$ cat config.mk
export PLATFORM = sky130hd
export DESIGN_NAME = lsu_top
export DESIGN_NICKNAME = d
export VERILOG_FILES = /design/src/lsu_pkg.sv /design/src/lsu_ctrl_if.sv /design/src/lsu_rdata_align.sv /design/src/lsu_req_fsm.sv /design/src/lsu_top.sv /design/src/lsu_wdata_align.sv
export SDC_FILE = /design/constraint.sdc
export NUM_CORES = 1
export LEC_CHECK = 0
export ABC_AREA = 0
export BUFFER_PORTS_ARGS = -buffer_cell sky130_fd_sc_hd__buf_4
export CORE_ASPECT_RATIO = 1.25
export CORE_UTILIZATION = 49
export CTS_BUF_LIST = sky130_fd_sc_hd__clkbuf_8 sky130_fd_sc_hd__clkbuf_16
export CTS_CLUSTER_DIAMETER = 100
export DETAILED_ROUTE_END_ITERATION = 10
export PLACE_DENSITY = 0.81
export SLEW_MARGIN = 5
export SYNTH_ARGS = -nofsm -noshare
export SYNTH_HDL_FRONTEND = slang
export SYNTH_SLANG_ARGS = --single-unit
$ cat constraint.sdc
create_clock -name clk_i -period 5.9 [get_ports clk_i]
set_clock_uncertainty 0.1 [all_clocks]
set_input_delay 0.59 -clock clk_i [delete_from_list [all_inputs] [get_ports clk_i]]
set_output_delay 0.59 -clock clk_i [all_outputs]
set_load 0.03 [all_outputs]
$ cat src/lsu_pkg.sv
//////////////////////////////////////////////////
// shared widths and enums for the load/store unit
// referenced by scoped name from every design file
//////////////////////////////////////////////////

`default_nettype none

package lsu_pkg;

  //////////////////////////////////////////////////
  // widths
  //////////////////////////////////////////////////

  // data and address width
  localparam int unsigned xlen = 32;

  // one enable per byte lane
  localparam int unsigned be_width = 4;

  // byte offset inside a word
  localparam int unsigned word_off_width = 2;

  // distance to the next word address
  localparam logic [xlen-1:0] addr_step = 4;

  //////////////////////////////////////////////////
  // enums
  //////////////////////////////////////////////////

  // access size from the execute stage
  typedef enum logic [1:0] {
    type_word = 2'b00,
    type_half = 2'b01,
    type_byte = 2'b10
  } lsu_type_e;

  // request FSM states
  typedef enum logic [2:0] {
    idle,
    wait_gnt_mis,
    wait_rvalid_mis,
    wait_gnt,
    wait_rvalid_mis_gnts_done
  } ls_state_e;

endpackage

`default_nettype wire

$ cat src/lsu_ctrl_if.sv
//////////////////////////////////////////////////
// per-access control between the request FSM and
// the write and read aligners
//////////////////////////////////////////////////

`timescale 1ns/1ns
`default_nettype none

interface lsu_ctrl_if;

  // high while the second half of a split access is requested
  logic second_part;

  // capture offset, type, sign and write flag
  logic ctrl_update;

  // capture the first read word of a split load
  logic rdata_update;

  // registered write flag of the outstanding access
  logic resp_is_store;

  // FSM side drives the strobes and reads back the write flag
  modport fsm (
    output second_part,
    output ctrl_update,
    output rdata_update,
    input  resp_is_store
  );

  // write aligner only needs to know which half is on the bus
  modport wdata (
    input second_part
  );

  // read aligner holds the access control registers
  modport rdata (
    input  ctrl_update,
    input  rdata_update,
    output resp_is_store
  );

endinterface

`default_nettype wire

$ cat src/lsu_rdata_align.sv
//////////////////////////////////////////////////
// load path of the load/store unit
// joins split read words and extends bytes and
// half-words in the response cycle
//////////////////////////////////////////////////

`timescale 1ns/1ns
`default_nettype none

module lsu_rdata_align (
  input  logic                      clk_i,
  input  logic                      rst_ni,

  input  lsu_pkg::lsu_type_e        lsu_type_i,
  input  logic                      lsu_sign_ext_i,
  input  logic                      lsu_we_i,
  input  logic [lsu_pkg::xlen-1:0]  lsu_addr_i,
  input  logic [lsu_pkg::xlen-1:0]  data_rdata_i,

  lsu_ctrl_if.rdata                 ctrl,

  output logic [lsu_pkg::xlen-1:0]  lsu_rdata_o
);

  lsu_pkg::lsu_type_e type_q;

  logic [lsu_pkg::word_off_width-1:0] offset_q;
  logic                               sign_q;
  logic                               we_q;
  logic                               use_join;
  logic [lsu_pkg::xlen-1:8]           rdata_q;
  logic [lsu_pkg::xlen-1:0]           rdata_join;
  logic [lsu_pkg::xlen-1:0]           rdata_shift;
  logic [lsu_pkg::xlen-1:0]           rdata_sel;

  //////////////////////////////////////////////////
  // access control and first word capture
  //////////////////////////////////////////////////

  always_ff @(posedge clk_i) begin
    if (!rst_ni) begin
      offset_q <= '0;
      type_q   <= lsu_pkg::type_word;
      sign_q   <= 1'b0;
      we_q     <= 1'b0;
    end else if (ctrl.ctrl_update) begin
      offset_q <= lsu_addr_i[lsu_pkg::word_off_width-1:0];
      type_q   <= lsu_type_i;
      sign_q   <= lsu_sign_ext_i;
      we_q     <= lsu_we_i;
    end
  end

  // byte 0 of the first word never belongs to a split load
  always_ff @(posedge clk_i) begin
    if (ctrl.rdata_update) begin
      rdata_q <= data_rdata_i[lsu_pkg::xlen-1:8];
    end
  end

  assign ctrl.resp_is_store = we_q;

  //////////////////////////////////////////////////
  // realignment
  //////////////////////////////////////////////////

  // saved upper bytes of the first word go low
  always_comb begin
    case (offset_q)
      2'd1:    rdata_join = {data_rdata_i[7:0], rdata_q[31:8]};
      2'd2:    rdata_join = {data_rdata_i[15:0], rdata_q[31:16]};
      2'd3:    rdata_join = {data_rdata_i[23:0], rdata_q[31:24]};
      default: rdata_join = data_rdata_i;
    endcase
  end

  // accesses inside one word just shift down
  assign rdata_shift = data_rdata_i >> {offset_q, 3'b000};

  assign use_join = (type_q == lsu_pkg::type_word) ||
                    ((type_q == lsu_pkg::type_half) && (offset_q == '1));

  assign rdata_sel = use_join ? rdata_join : rdata_shift;

  // size select with zero or sign extension
  always_comb begin
    case (type_q)
      lsu_pkg::type_half: lsu_rdata_o = {{16{sign_q & rdata_sel[15]}}, rdata_sel[15:0]};
      lsu_pkg::type_byte: lsu_rdata_o = {{24{sign_q & rdata_sel[7]}}, rdata_sel[7:0]};
      default:            lsu_rdata_o = rdata_sel;
    endcase
  end

  // output select depends on a known access type
  type_known_a : assert property (@(posedge clk_i) disable iff (!rst_ni)
    !$isunknown(type_q));

endmodule

`default_nettype wire

$ cat src/lsu_req_fsm.sv
//////////////////////////////////////////////////
// request FSM of the load/store unit
// splits misaligned accesses, makes the second
// word address and tracks errors and last address
//////////////////////////////////////////////////

`timescale 1ns/1ns
`default_nettype none

module lsu_req_fsm (
  input  logic                      clk_i,
  input  logic                      rst_ni,

  // execute stage request
  input  logic                      lsu_req_i,
  input  lsu_pkg::lsu_type_e        lsu_type_i,
  input  logic [lsu_pkg::xlen-1:0]  lsu_addr_i,

  // bus handshake
  input  logic                      data_gnt_i,
  input  logic                      data_rvalid_i,
  input  logic                      data_bus_err_i,

  lsu_ctrl_if.fsm                   ctrl,

  output logic                      data_req_o,
  output logic [lsu_pkg::xlen-1:0]  data_addr_o,

  // status back to the execute stage
  output logic                      lsu_req_done_o,
  output logic                      lsu_resp_valid_o,
  output logic                      lsu_rdata_valid_o,
  output logic                      load_err_o,
  output logic                      store_err_o,
  output logic                      busy_o,
  output logic [lsu_pkg::xlen-1:0]  addr_last_o
);

  lsu_pkg::ls_state_e state_q, state_d;

  logic mis_q, mis_d;
  logic err_q, err_d;
  logic split_access;
  logic addr_incr;
  logic addr_update;
  logic ctrl_update;
  logic rdata_update;
  logic data_err;

  logic [lsu_pkg::word_off_width-1:0] offset;
  logic [lsu_pkg::xlen-1:0]           addr_first_w;
  logic [lsu_pkg::xlen-1:0]           addr_next;
  logic [lsu_pkg::xlen-1:0]           addr_second_w;
  logic [lsu_pkg::xlen-1:0]           addr_last_q;

  //////////////////////////////////////////////////
  // address generation
  //////////////////////////////////////////////////

  assign offset = lsu_addr_i[lsu_pkg::word_off_width-1:0];

  // word or half-word crossing a word boundary
  assign split_access =
      ((lsu_type_i == lsu_pkg::type_word) && (offset != '0)) ||
      ((lsu_type_i == lsu_pkg::type_half) && (offset == '1));

  assign addr_first_w  = {lsu_addr_i[lsu_pkg::xlen-1:lsu_pkg::word_off_width],
                          {lsu_pkg::word_off_width{1'b0}}};
  assign addr_next     = lsu_addr_i + lsu_pkg::addr_step;
  assign addr_second_w = {addr_next[lsu_pkg::xlen-1:lsu_pkg::word_off_width],
                          {lsu_pkg::word_off_width{1'b0}}};

  // second word selected once the first part is granted
  assign addr_incr   = mis_q | (state_q == lsu_pkg::wait_rvalid_mis_gnts_done);
  assign data_addr_o = addr_incr ? addr_second_w : addr_first_w;

  //////////////////////////////////////////////////
  // next state
  //////////////////////////////////////////////////

  always_comb begin
    state_d      = state_q;
    data_req_o   = 1'b0;
    mis_d        = mis_q;
    err_d        = err_q;
    addr_update  = 1'b0;
    ctrl_update  = 1'b0;
    rdata_update = 1'b0;

    case (state_q)
      lsu_pkg::idle: begin
        if (lsu_req_i) begin
          data_req_o = 1'b1;
          err_d      = 1'b0;
          if (data_gnt_i) begin
            ctrl_update = 1'b1;
            addr_update = 1'b1;
            mis_d       = split_access;
            state_d     = split_access ? lsu_pkg::wait_rvalid_mis : lsu_pkg::idle;
          end else begin
            state_d     = split_access ? lsu_pkg::wait_gnt_mis : lsu_pkg::wait_gnt;
          end
        end
      end

      // first part of a split access waits for its grant
      lsu_pkg::wait_gnt_mis: begin
        data_req_o = 1'b1;
        if (data_gnt_i) begin
          ctrl_update = 1'b1;
          addr_update = 1'b1;
          mis_d       = 1'b1;
          state_d     = lsu_pkg::wait_rvalid_mis;
        end
      end

      // second request goes out while the first response is pending
      lsu_pkg::wait_rvalid_mis: begin
        data_req_o = 1'b1;
        if (data_rvalid_i) begin
          err_d        = data_bus_err_i;
          rdata_update = ~ctrl.resp_is_store;
          // keep the first failing address
          addr_update  = data_gnt_i & ~data_bus_err_i;
          mis_d        = ~data_gnt_i;
          state_d      = data_gnt_i ? lsu_pkg::idle : lsu_pkg::wait_gnt;
        end else if (data_gnt_i) begin
          mis_d   = 1'b0;
          state_d = lsu_pkg::wait_rvalid_mis_gnts_done;
        end
      end

      // aligned access or second part waits for its grant
      lsu_pkg::wait_gnt: begin
        data_req_o = 1'b1;
        if (data_gnt_i) begin
          ctrl_update = 1'b1;
          addr_update = ~err_q;
          mis_d       = 1'b0;
          state_d     = lsu_pkg::idle;
        end
      end

      // both parts granted, first response still outstanding
      lsu_pkg::wait_rvalid_mis_gnts_done: begin
        if (data_rvalid_i) begin
          err_d        = data_bus_err_i;
          addr_update  = ~data_bus_err_i;
          rdata_update = ~ctrl.resp_is_store;
          state_d      = lsu_pkg::idle;
        end
      end

      default: begin
        state_d = lsu_pkg::idle;
      end
    endcase
  end

  always_ff @(posedge clk_i) begin
    if (!rst_ni) begin
      state_q <= lsu_pkg::idle;
      mis_q   <= 1'b0;
      err_q   <= 1'b0;
    end else begin
      state_q <= state_d;
      mis_q   <= mis_d;
      err_q   <= err_d;
    end
  end

  // last address for the trap value
  always_ff @(posedge clk_i) begin
    if (!rst_ni) begin
      addr_last_q <= '0;
    end else if (addr_update) begin
      addr_last_q <= addr_incr ? addr_second_w : lsu_addr_i;
    end
  end

  //////////////////////////////////////////////////
  // outputs
  //////////////////////////////////////////////////

  assign ctrl.second_part  = mis_q;
  assign ctrl.ctrl_update  = ctrl_update;
  assign ctrl.rdata_update = rdata_update;

  assign lsu_req_done_o = (lsu_req_i | (state_q != lsu_pkg::idle)) &
                          (state_d == lsu_pkg::idle);

  // final response only arrives with the FSM back in idle
  assign data_err          = err_q | data_bus_err_i;
  assign lsu_resp_valid_o  = data_rvalid_i & (state_q == lsu_pkg::idle);
  assign lsu_rdata_valid_o = lsu_resp_valid_o & ~data_err & ~ctrl.resp_is_store;
  assign load_err_o        = lsu_resp_valid_o & data_err & ~ctrl.resp_is_store;
  assign store_err_o       = lsu_resp_valid_o & data_err & ctrl.resp_is_store;

  assign busy_o      = (state_q != lsu_pkg::idle);
  assign addr_last_o = addr_last_q;

  //////////////////////////////////////////////////
  // assertions
  //////////////////////////////////////////////////

  state_legal_a : assert property (@(posedge clk_i) disable iff (!rst_ni)
    state_q inside {lsu_pkg::idle, lsu_pkg::wait_gnt_mis, lsu_pkg::wait_rvalid_mis,
                    lsu_pkg::wait_gnt, lsu_pkg::wait_rvalid_mis_gnts_done});

  addr_aligned_a : assert property (@(posedge clk_i) disable iff (!rst_ni)
    data_req_o |-> (data_addr_o[lsu_pkg::word_off_width-1:0] == '0));

  // the bus side must never grant an idle request line
  gnt_has_req_a : assert property (@(posedge clk_i) disable iff (!rst_ni)
    data_gnt_i |-> data_req_o);

endmodule

`default_nettype wire

$ cat src/lsu_top.sv
//////////////////////////////////////////////////
// load/store unit top level
// execute stage on one side, data bus on the other
//////////////////////////////////////////////////

`timescale 1ns/1ns
`default_nettype none

module lsu_top (
  input  logic                          clk_i,
  input  logic                          rst_ni,

  // execute stage
  input  logic                          lsu_req_i,
  input  logic                          lsu_we_i,
  input  logic                          lsu_sign_ext_i,
  input  lsu_pkg::lsu_type_e            lsu_type_i,
  input  logic [lsu_pkg::xlen-1:0]      lsu_addr_i,
  input  logic [lsu_pkg::xlen-1:0]      lsu_wdata_i,
  output logic [lsu_pkg::xlen-1:0]      lsu_rdata_o,
  output logic                          lsu_rdata_valid_o,
  output logic                          lsu_resp_valid_o,
  output logic                          lsu_req_done_o,
  output logic                          load_err_o,
  output logic                          store_err_o,
  output logic                          busy_o,
  output logic [lsu_pkg::xlen-1:0]      addr_last_o,

  // data bus
  output logic                          data_req_o,
  output logic                          data_we_o,
  input  logic                          data_gnt_i,
  input  logic                          data_rvalid_i,
  input  logic                          data_bus_err_i,
  output logic [lsu_pkg::xlen-1:0]      data_addr_o,
  output logic [lsu_pkg::be_width-1:0]  data_be_o,
  output logic [lsu_pkg::xlen-1:0]      data_wdata_o,
  input  logic [lsu_pkg::xlen-1:0]      data_rdata_i
);

  // per-access control shared by the three blocks
  lsu_ctrl_if ctrl_if ();

  // write flag is held by the execute stage for the whole request
  assign data_we_o = lsu_we_i;

  lsu_req_fsm i_req_fsm (
    .clk_i             (clk_i),
    .rst_ni            (rst_ni),
    .lsu_req_i         (lsu_req_i),
    .lsu_type_i        (lsu_type_i),
    .lsu_addr_i        (lsu_addr_i),
    .data_gnt_i        (data_gnt_i),
    .data_rvalid_i     (data_rvalid_i),
    .data_bus_err_i    (data_bus_err_i),
    .ctrl              (ctrl_if.fsm),
    .data_req_o        (data_req_o),
    .data_addr_o       (data_addr_o),
    .lsu_req_done_o    (lsu_req_done_o),
    .lsu_resp_valid_o  (lsu_resp_valid_o),
    .lsu_rdata_valid_o (lsu_rdata_valid_o),
    .load_err_o        (load_err_o),
    .store_err_o       (store_err_o),
    .busy_o            (busy_o),
    .addr_last_o       (addr_last_o)
  );

  lsu_wdata_align i_wdata_align (
    .lsu_type_i   (lsu_type_i),
    .lsu_addr_i   (lsu_addr_i),
    .lsu_wdata_i  (lsu_wdata_i),
    .ctrl         (ctrl_if.wdata),
    .data_be_o    (data_be_o),
    .data_wdata_o (data_wdata_o)
  );

  lsu_rdata_align i_rdata_align (
    .clk_i          (clk_i),
    .rst_ni         (rst_ni),
    .lsu_type_i     (lsu_type_i),
    .lsu_sign_ext_i (lsu_sign_ext_i),
    .lsu_we_i       (lsu_we_i),
    .lsu_addr_i     (lsu_addr_i),
    .data_rdata_i   (data_rdata_i),
    .ctrl           (ctrl_if.rdata),
    .lsu_rdata_o    (lsu_rdata_o)
  );

endmodule

`default_nettype wire

$ cat src/lsu_wdata_align.sv
//////////////////////////////////////////////////
// store path of the load/store unit
// byte enables and store data lane rotation
//////////////////////////////////////////////////

`timescale 1ns/1ns
`default_nettype none

module lsu_wdata_align (
  input  lsu_pkg::lsu_type_e            lsu_type_i,
  input  logic [lsu_pkg::xlen-1:0]      lsu_addr_i,
  input  logic [lsu_pkg::xlen-1:0]      lsu_wdata_i,

  lsu_ctrl_if.wdata                     ctrl,

  output logic [lsu_pkg::be_width-1:0]  data_be_o,
  output logic [lsu_pkg::xlen-1:0]      data_wdata_o
);

  logic [lsu_pkg::word_off_width-1:0] offset;
  logic [lsu_pkg::be_width-1:0]       be_mask;
  logic [2*lsu_pkg::be_width-1:0]     be_wide;
  logic [2*lsu_pkg::xlen-1:0]         wdata_wide;

  assign offset = lsu_addr_i[lsu_pkg::word_off_width-1:0];

  //////////////////////////////////////////////////
  // byte enables
  //////////////////////////////////////////////////

  // lanes of an aligned access of each size
  always_comb begin
    case (lsu_type_i)
      lsu_pkg::type_half: be_mask = 4'b0011;
      lsu_pkg::type_byte: be_mask = 4'b0001;
      default:            be_mask = 4'b1111;
    endcase
  end

  // shifted mask over two words
  // low word is the first part, high word wraps into the second part
  assign be_wide = {{lsu_pkg::be_width{1'b0}}, be_mask} << offset;

  assign data_be_o = ctrl.second_part ? be_wide[2*lsu_pkg::be_width-1:lsu_pkg::be_width]
                                      : be_wide[lsu_pkg::be_width-1:0];

  //////////////////////////////////////////////////
  // store data rotation
  //////////////////////////////////////////////////

  // rotate left by offset bytes, same lanes serve both parts
  assign wdata_wide   = {lsu_wdata_i, lsu_wdata_i} << {offset, 3'b000};
  assign data_wdata_o = wdata_wide[2*lsu_pkg::xlen-1:lsu_pkg::xlen];

  // second part always carries at least one lane
  always_comb begin
    if (ctrl.second_part) begin
      assert (data_be_o != '0)
        else $error("empty byte enables on second part of split access");
    end
  end

endmodule

`default_nettype wire
# Word-level counts from Yosys, hierarchy flattened
# Index checks and enable logic that the tools add are counted.
# op_classes
addsub,1
eq_ne,16
shift,3
muxes,38
bitwise_logic,18
n_reduce_logical,18
# ops
cell,count
2-to-1 mux 32 bit,3
case mux 32 bit (3 select lines),1
case mux 32 bit (2 select lines),1
left shift 64 x 5 -> 64 bit,1
"adder 32 x 3 -> 32 bit, second input constant",1
right shift 32 x 5 -> 32 bit,1
2-to-1 mux 3 bit,7
2-to-1 mux 1 bit,15
case mux 3 bit (5 select lines),1
bitwise AND 1 bit,10
"== test 2 bit, second input constant",5
case mux 4 bit (2 select lines),1
left shift 4 x 2 -> 8 bit,1
"== test 2 x 1 -> 1 bit, second input constant",3
"== test 3 x 2 -> 1 bit, second input constant",2
zero test 3 bit,2
2-to-1 mux 2 bit,3
"!= test 2 bit, second input constant",3
case mux 1 bit (2 select lines),3
NOT 1 bit,5
case mux 1 bit (5 select lines),1
zero test 2 bit,2
2-to-1 mux 4 bit,1
case mux 1 bit (4 select lines),1
13 further kinds,20
# totals
register_bits,67
in_bits,106
out_inout_bits,140
word_cells,103

# Depth between registers and ports, before layout
# Gate-level depths: netlist of the first run.
# depth
depth_word,9
mapped_depth,9
depth_no_buf,7

# Hierarchy
# A second synthesis of the first run with hierarchy kept.
# hier_totals
cells_unflattened,665
area_unflattened_um2,6377.4
# modules_own_cells
module,instances,cells_each,area_per_inst_um2,seq_area_each_um2
lsu_rdata_align,1,289,2900.3,840.8
lsu_req_fsm,1,315,2512.4,740.7
lsu_wdata_align,1,60,957.2,0.0
lsu_top,1,1,7.5,0.0

# Least setup slack after synthesis of the first run
# OpenSTA, ideal clock, no wires.
# synth_path
kind,reg-to-reg
start,reg i_req_fsm.state_q[2]
end,reg i_rdata_align.rdata_q[10] (netlist bit) (enable)
setup_ns,0.435
arrival_time_ns,2.459
required_time_ns,5.365
slack_ns,2.905
path_stages_with_launch,4
n_path_buf,1
period_less_slack_ns,2.995
path_cell_list,dfxtp_1 -> clkbuf_1 -> xnor2_1 -> nor3_1
# synth_via
elab_chain_cells,3
word_cells_on_any_way,4
classes_between,eq/ne (2); mux (1); reduce/logical (1)
# synth_lines
element,line_no,text
from (decl),lsu_req_fsm.sv:39,"lsu_pkg::ls_state_e state_q, state_d;"
from (signal assigned),lsu_req_fsm.sv:162,state_q <= lsu_pkg::idle;
from (signal assigned),lsu_req_fsm.sv:166,state_q <= state_d;
== test 3 x 2 -> 1 bit / == test 3 bit (equally long branches),lsu_req_fsm.sv:90,case (state_q)
OR reduction 2 bit (no line) (*),-,
2-to-1 mux 1 bit (*),-,
via ctrl_if.rdata_update,lsu_ctrl_if.sv:18,logic rdata_update;
to (signal assigned),lsu_rdata_align.sv:57,rdata_q <= data_rdata_i[lsu_pkg::xlen-1:8];
to (decl),lsu_rdata_align.sv:31,logic [lsu_pkg::xlen-1:8] rdata_q;
# Mark *: on every way through the listed nets, which the timed path passes. The rest lies on a longest branch.
# A chain may end at the register's enable or synchronous reset.

# Worst setup path after layout of the first run
# layout_path
start,reg i_rdata_align.offset_q[1] (netlist bit)
end,out lsu_rdata_o[20] (netlist bit)
# layout_via
elab_chain_cells,6
word_cells_on_any_way,11
classes_between,eq/ne (3); shift (1); mux (3); bitwise (2); reduce/logical (2)
# layout_lines
element,line_no,text
from (decl),lsu_rdata_align.sv:27,logic [lsu_pkg::word_off_width-1:0] offset_q;
from (signal assigned),lsu_rdata_align.sv:47,offset_q <= lsu_addr_i[lsu_pkg::word_off_width-1:0];
branches (longest 3 deep; another with right shift 32 x 5 -> 32 bit),-,
2-to-1 mux 32 bit (*),lsu_rdata_align.sv:83,assign rdata_sel = use_join ? rdata_join : rdata_shift;
bitwise AND 1 bit (on tied branches),"lsu_rdata_align.sv:89, lsu_rdata_align.sv:88",
case mux 32 bit (2 select lines) (*),lsu_rdata_align.sv:87,case (type_q)
to (decl),lsu_top.sv:20,"output logic [lsu_pkg::xlen-1:0] lsu_rdata_o,"
# Mark *: on every way between the ends.

==> reports/results.ini, run 1 <==
[sta]
setup_tns_ns = 0
slew_headroom = 0.1910
rsz0062_at_grt = no
hold_viol = 0
timing.final.crit_share = 0.6589
fmax_ghz = 0.2572
worstMarginPinSlew_ns = 1.213
fin_crit_ns = 3.888
hold_slack_ns = 0.3585
setup_viol = 0
final_max_slew_viol_count = 0

[synth]
syn-instance-count = 641
synth.largest_area_cell = mux4_2
avgSynthCellArea_um2 = 9.239
synth-edff-count = 24
netlist_area_um2 = 5922
synth-seq-area-share = 0.2671
ys_ff_latch = 67
ys.flop_type = dfxtp_1
synth_cell_types = 65
synth_warnings = 0
synth.area.top_cells = mux4_2, dfxtp_1, edfxtp_1
synthArstFlopShare = 0
synth_top_area_frac = 0.1711

[clock_network]
cts_buffer_depth = 2
hold_buffers = 0
clk_pin_slew_ns = 0.05
clock-root-buffer = clkbuf_16
cts_buffers = 9
post_cts_resized = 0
cts_sinks = 67
cts_setup_buffers = 0
htree_levels = 3
cts_tree = done
clk_latency_ns = 0.33

[floorplan]
coreArea_um2 = 11670
die_h_um = 124.9
start_util = 0.5074
die_x_um = 100.3
rows = 44
die-area_um2 = 12530
io-pin-count = 246

[global_route]
grt_pass1_vias = 5951
antenna_found_initial = 0
grt_start_max_net_pins = 60
grt_pass1_wl_mm = 28.95
gr-usage-all-layers = 0.2864
overflow = 0

[routing]
drt_iter0_markers = 348
drc = 0
viasPerCell = 5.997
via_count = 6045
drt-wirelength-per-cell_um = 17.89
firstDrtPassIters = 5
drtAntennaViolNets = 0
wirelength_mm = 18.03

[critical_path]
crit_arrival_ns = 3.20
endpoint = lsu_rdata_o[20]
r2r-end = i_req_fsm.addr_last_o[29]
critPathKind = reg -> out
rrSetupSlack_ns = 2.85
r2r-start = i_req_fsm.state_q[2]
worstSetupPathDepth = 6
cp_max_fo = 59
critPathRequiredTime_ns = 5.21
crit_slowest_cell = dfxtp_2
critPathMaxStageDelay_ns = 1.01
crit_chain = a31o_2, mux4_2, nand2_2, o31a_4, o21ai_0, buf_4
startpoint = i_rdata_align.offset_q[1]
ff2ff_path_depth = 4
critical-path-top-delay-family = compound AO/OA/AOI/OAI gates
path_buf_inv = 1
cp-start-kind = register
cp-end-kind = output port

[pwr]
p_leak_nw = 3.306
ir_drop_mv = 0.1529
power_density_nw_per_um2 = 228.0

[layout]
layout-drive-gt1-share = 0.4250
area_growth_pct = 34.76
final_common_cell = buf_4
fillers = 936
diodes = 0
fin_nets = 955
fin_util = 0.6837
final_cell_mix = buf_4, o21ai_0, nor2_1

[status]
status = finished, final reports clean

[place]
hpwl_mm = 13.72
place.port_buffers = 243
routabilityCongestion = 0.9075

[run]
cap_violations = 0

[hold_path]
hold_path.class = reg -> reg
hold_start = i_req_fsm.addr_last_o[4]

## how the worst min path moves through the flow
stage / cells after the start / slack, ns / end
floorplan: 2 / 0.39 / i_rdata_align.sign_q
global placement: 2 / 0.34 / i_req_fsm.addr_last_o[2]
detailed placement: 2 / 0.35 / i_req_fsm.addr_last_o[1]
CTS: 1 / 0.35 / i_rdata_align.rdata_q[26]
global route: 1 / 0.35 / i_rdata_align.rdata_q[26]
finish: 2 / 0.36 / i_req_fsm.addr_last_o[4]
## where the power goes
| part | leakage [nW] | internal [mW] | switching (mW) | total [mW] |
|---|---|---|---|---|
| combinational | 2.58 | 0.324 | 0.459 | 0.783 |
| sequential | 0.573 | 0.512 | 0.0365 | 0.548 |
| clock | 0.149 | 0.301 | 0.187 | 0.488 |
## metal layers
metal	part of all wire	wire length (um)	up-vias	GRT usage
met2	0.52	9319	290	0.4996
li1	-	-	2811	-
met1	0.38	6813	2904	0.3391
met3	0.085	1524	40	0.07127
met5	0	0	-	0
met4	0.021	376	0	0.09804
## kinds of logic (layout without fill, tap and decap cells)
kind of cell             count (synthesis)  after routing  synth area share
flip-flops                              67             67            0.2671
buffers and inverters                   69            274           0.05663
XOR/XNOR                                28             28           0.04141
AO/OA/AOI/OAI                          172            172            0.1891
multiplexers                            85             85            0.2426
adder cells (fa/ha/maj)                  7              7           0.01479
AND/OR/NAND/NOR                        212            212            0.1878
other                                    1              2         0.0006332
## area by class of cell
class                   instances  area, um^2  share of cell area
flip-flops and latches         67        1584              0.1985
multi-input cells             506        4021              0.5039
inverters                      10       37.54            0.004704
clock inverters                 5       21.27            0.002665
well taps                     161       201.4             0.02524
repair buffers                248        1862              0.2333
clock buffers                  11       252.7             0.03167
## registers in the layout, indices dropped and copies added, names as in the netlist
name                              cells
i_req_fsm.addr_last_o                32
i_rdata_align.offset_q                2
i_rdata_align.rdata_q                24
i_rdata_align.type_q                  2
i_rdata_align.sign_q                  1
i_req_fsm.state_q                     3
i_req_fsm.err_q                       1
i_rdata_align.ctrl.resp_is_store      1
i_req_fsm.ctrl.second_part            1
## stage by stage
stage | std cells | worst slack, ns | cell area, um^2 | total power [mW]
2_1_floorplan | 642 | 2.905 | 5926 | 1.044
3_3_place_gp | 992 | 2.467 | 7706 | 1.316
3_5_place_dp | 992 | 2.400 | 7706 | 1.334
4_1_cts | 1008 | 2.037 | 7980 | 1.827
5_1_grt | 1008 | 1.777 | 7980 | 1.899
6_report | 1008 | 2.012 | 7980 | 1.819
## synthesized netlist by cell type, types with 4 or more instances
cell       count
or3_1          5
nor3_1        23
o21ai_0       61
mux4_2        45
buf_1          7
inv_1         10
o31ai_1        4
o21ba_2       15
nor2b_1       18
xnor2_1       15
ha_1           7
nand4_1        5
nand2b_1      18
mux2i_1       22
a21oi_1       39
nand2_1       42
nor4_1         4
dfxtp_1       43
a211oi_1       6
buf_6          4
clkbuf_1      24
mux2_2        18
a31oi_1       12
nand3b_1       4
buf_2         18
xor2_1        13
o2111ai_1      5
nor2_1        56
edfxtp_1      24
nand3_1       16
buf_4          5
## tightest hold or removal path: stages (launching register included)
cell and delay [ns]:
dfxtp_1 0.31, nand2_1 0.05, a21oi_1 0.05
Power figures use the tool's default switching activity.
==> run 2: changes to the inputs <==
--- a/config.mk
+++ b/config.mk
@@ -8,11 +8,11 @@
 export ABC_AREA = 0
 export BUFFER_PORTS_ARGS = -buffer_cell sky130_fd_sc_hd__buf_4
 export CORE_ASPECT_RATIO = 1.25
-export CORE_UTILIZATION = 49
+export CORE_UTILIZATION = 45
 export CTS_BUF_LIST = sky130_fd_sc_hd__clkbuf_8 sky130_fd_sc_hd__clkbuf_16
 export CTS_CLUSTER_DIAMETER = 100
 export DETAILED_ROUTE_END_ITERATION = 10
-export PLACE_DENSITY = 0.81
+export PLACE_DENSITY = 0.79
 export SLEW_MARGIN = 5
 export SYNTH_ARGS = -nofsm -noshare
 export SYNTH_HDL_FRONTEND = slang
==> constraint.sdc (replaced) <==
create_clock -name clk_i -period 3.51 [get_ports clk_i]
set_clock_uncertainty 0.1 [all_clocks]
set_input_delay 0.351 -clock clk_i [delete_from_list [all_inputs] [get_ports clk_i]]
set_output_delay 0.351 -clock clk_i [all_outputs]
set_load 0.03 [all_outputs]
==> run 2 against run 1 <==
  * Sequential power is 64% higher
  * Die area increased by 8.7%
  * Clock power rose by 68%
  * Sequential share of layout area fell by 0.099 points
  * Global-route usage decreased by 3.3 points
  * Register-to-register slack got worse by 1.6 ns
  * Final cell count is 0.99% higher
  * Largest cell class unchanged
==> reports/results.ini, run 2 (same netlist as run 1, synthesis figures left out) <==
[routing]
drtAntennaViolNets = 0  ; unchanged
viasPerCell = 5.808  ; -3.1%
drc = 0  ; unchanged
firstDrtPassIters = 5  ; unchanged
drt-wirelength-per-cell_um = 17.27  ; -3.4%
wirelength_mm = 17.59  ; -2.5%
drt_iter0_markers = 316  ; -9.2%
via_count = 5913  ; -2.2%

[layout]
diodes = 0  ; unchanged
largest_reg_flops = 32  ; unchanged
final_common_cell = buf_4
fin_cells = 1018  ; +0.99%
layout-drive-gt1-share = 0.4306  ; +0.005559
area_growth_pct = 35.43
final_cell_mix = buf_4, o21ai_0, nor2_1
fillers = 1125  ; +20%
fin_nets = 958  ; +0.31%

[clock_network]
cts_tree = done
post_cts_resized = 0  ; unchanged
htree_levels = 3  ; unchanged
cts_buffer_depth = 2  ; unchanged
cts_setup_buffers = 0  ; unchanged
clock-root-buffer = clkbuf_16
cts_buffers = 9  ; unchanged
hold_buffers = 0  ; unchanged
clk_latency_ns = 0.33  ; about the same
cts_sinks = 67  ; unchanged
clk_pin_slew_ns = 0.06  ; about the same

[sta]
fin_crit_ns = 3.279
hold_viol = 0  ; unchanged
final_max_slew_viol_count = 0  ; unchanged
setup_viol = 0  ; unchanged
hold_slack_ns = 0.1189  ; -0.2396 ns
fmax_ghz = 0.3050
setup_tns_ns = 0  ; unchanged
slew_headroom = 0.5452  ; +0.3541
timing.final.crit_share = 0.9341
worstMarginPinSlew_ns = 0.6815  ; -0.5320 ns
rsz0062_at_grt = no

[critical_path]
crit_arrival_ns = 2.83  ; -0.37 ns
critPathRequiredTime_ns = 3.06  ; -2.15 ns
critPathKind = reg -> out
cp-end-kind = output port
cp-start-kind = register
cp_max_fo = 29  ; -51%
ff2ff_path_depth = 6  ; +2

[global_route]
grt_start_max_net_pins = 91  ; +52%
gr-usage-all-layers = 0.2538  ; -0.03258
grt_pass1_wl_mm = 27.97  ; -3.4%
overflow = 0  ; unchanged
grt_pass1_vias = 5555  ; -6.7%
antenna_found_initial = 0  ; unchanged

[floorplan]
die-area_um2 = 13630  ; +8.7%
io-pin-count = 246  ; unchanged
die_x_um = 104.6  ; +4.3%
coreArea_um2 = 12780  ; +9.5%
rows = 46  ; +4.5%
start_util = 0.4635  ; -0.04392
die_h_um = 130.3  ; +4.3%

[place]
place.port_buffers = 243  ; unchanged
hpwl_mm = 13.18  ; -4.0%
routabilityCongestion = 0.8687  ; -4.3%
dp.cells = 1002  ; +1.0%

[pwr]
power_density_nw_per_um2 = 380.9  ; +67%
p_leak_nw = 3.311  ; +0.14%
p_total_mw = 3.055  ; +68%
ir_drop_mv = 0.3022  ; +98%

[hold_path]
hold_path.class = in -> reg
min_delay_path_depth = 1  ; -1

[status]
status = finished, final reports clean

[run]
cap_violations = 0  ; unchanged

## run 2: cell count changes in the layout (fill, tap and decap cells not counted), sizes merged
cell,change
buf,+3
clkinvlp,+1
inv,-3
clkinv,+4
clkbuf,-2
## run 2: metal layers
| layer | vias up | global-route usage | part of all wire |
|---|---|---|---|
| met3 | 24 | 0.06743 | 0.080 |
| met5 | - | 0 | 0 |
| li1 | 2819 | - | - |
| met1 | 2829 | 0.3101 | 0.41 |
| met2 | 241 | 0.4386 | 0.49 |
| met4 | 0 | 0.08036 | 0.018 |
## run 2: through the flow
step | utilization | instance area (um^2) | setup slack, ns
floorplan | - | 5926 | 0.5152
global placement | 0.6065 | 7750 | 0.7035
detailed placement | 0.6065 | 7750 | 0.6248
CTS | 0.6277 | 8020 | 0.2463
global route | 0.6277 | 8020 | 0.02409
finish | 0.6277 | 8020 | 0.2312
## run 2: worst max-delay path, stage by stage, from the launching register on
cell	delay [ns]
dfxtp_1	0.33
inv_1	0.09
ha_1	0.34
a31o_2	0.56
mux4_2	0.42
nand2_2	0.16
o31a_4	0.26
o21ai_0	0.12
buf_4	0.20
## run 2: final cells by class
| class | count | area, um^2 | share of cell area |
|---|---|---|---|
| clock buffers | 9 | 225.2 | 0.02808 |
| flip-flops and latches | 67 | 1584 | 0.1975 |
| clock inverters | 7 | 45.04 | 0.005616 |
| inverters | 10 | 37.54 | 0.004680 |
| multi-input cells | 506 | 4021 | 0.5014 |
| well taps | 168 | 210.2 | 0.02621 |
| repair buffers | 251 | 1897 | 0.2365 |
## run 2: path summary, 6_finish.rpt
kind                                to                      from  slack (ns)
max reg2reg  i_req_fsm.addr_last_o[19]      i_req_fsm.state_q[2]        1.21
min           i_rdata_align.rdata_q[9]           data_rdata_i[9]        0.12
max                    lsu_rdata_o[28]   i_rdata_align.type_q[0]        0.23
min reg2reg   i_req_fsm.addr_last_o[2]  i_req_fsm.addr_last_o[2]        0.35
## run 2: where the power goes
group          total (mW)  switching [mW]  internal, mW
logic                1.34           0.791         0.548
registers           0.896          0.0366         0.860
clock network       0.819           0.345         0.475
total                3.06            1.17          1.88
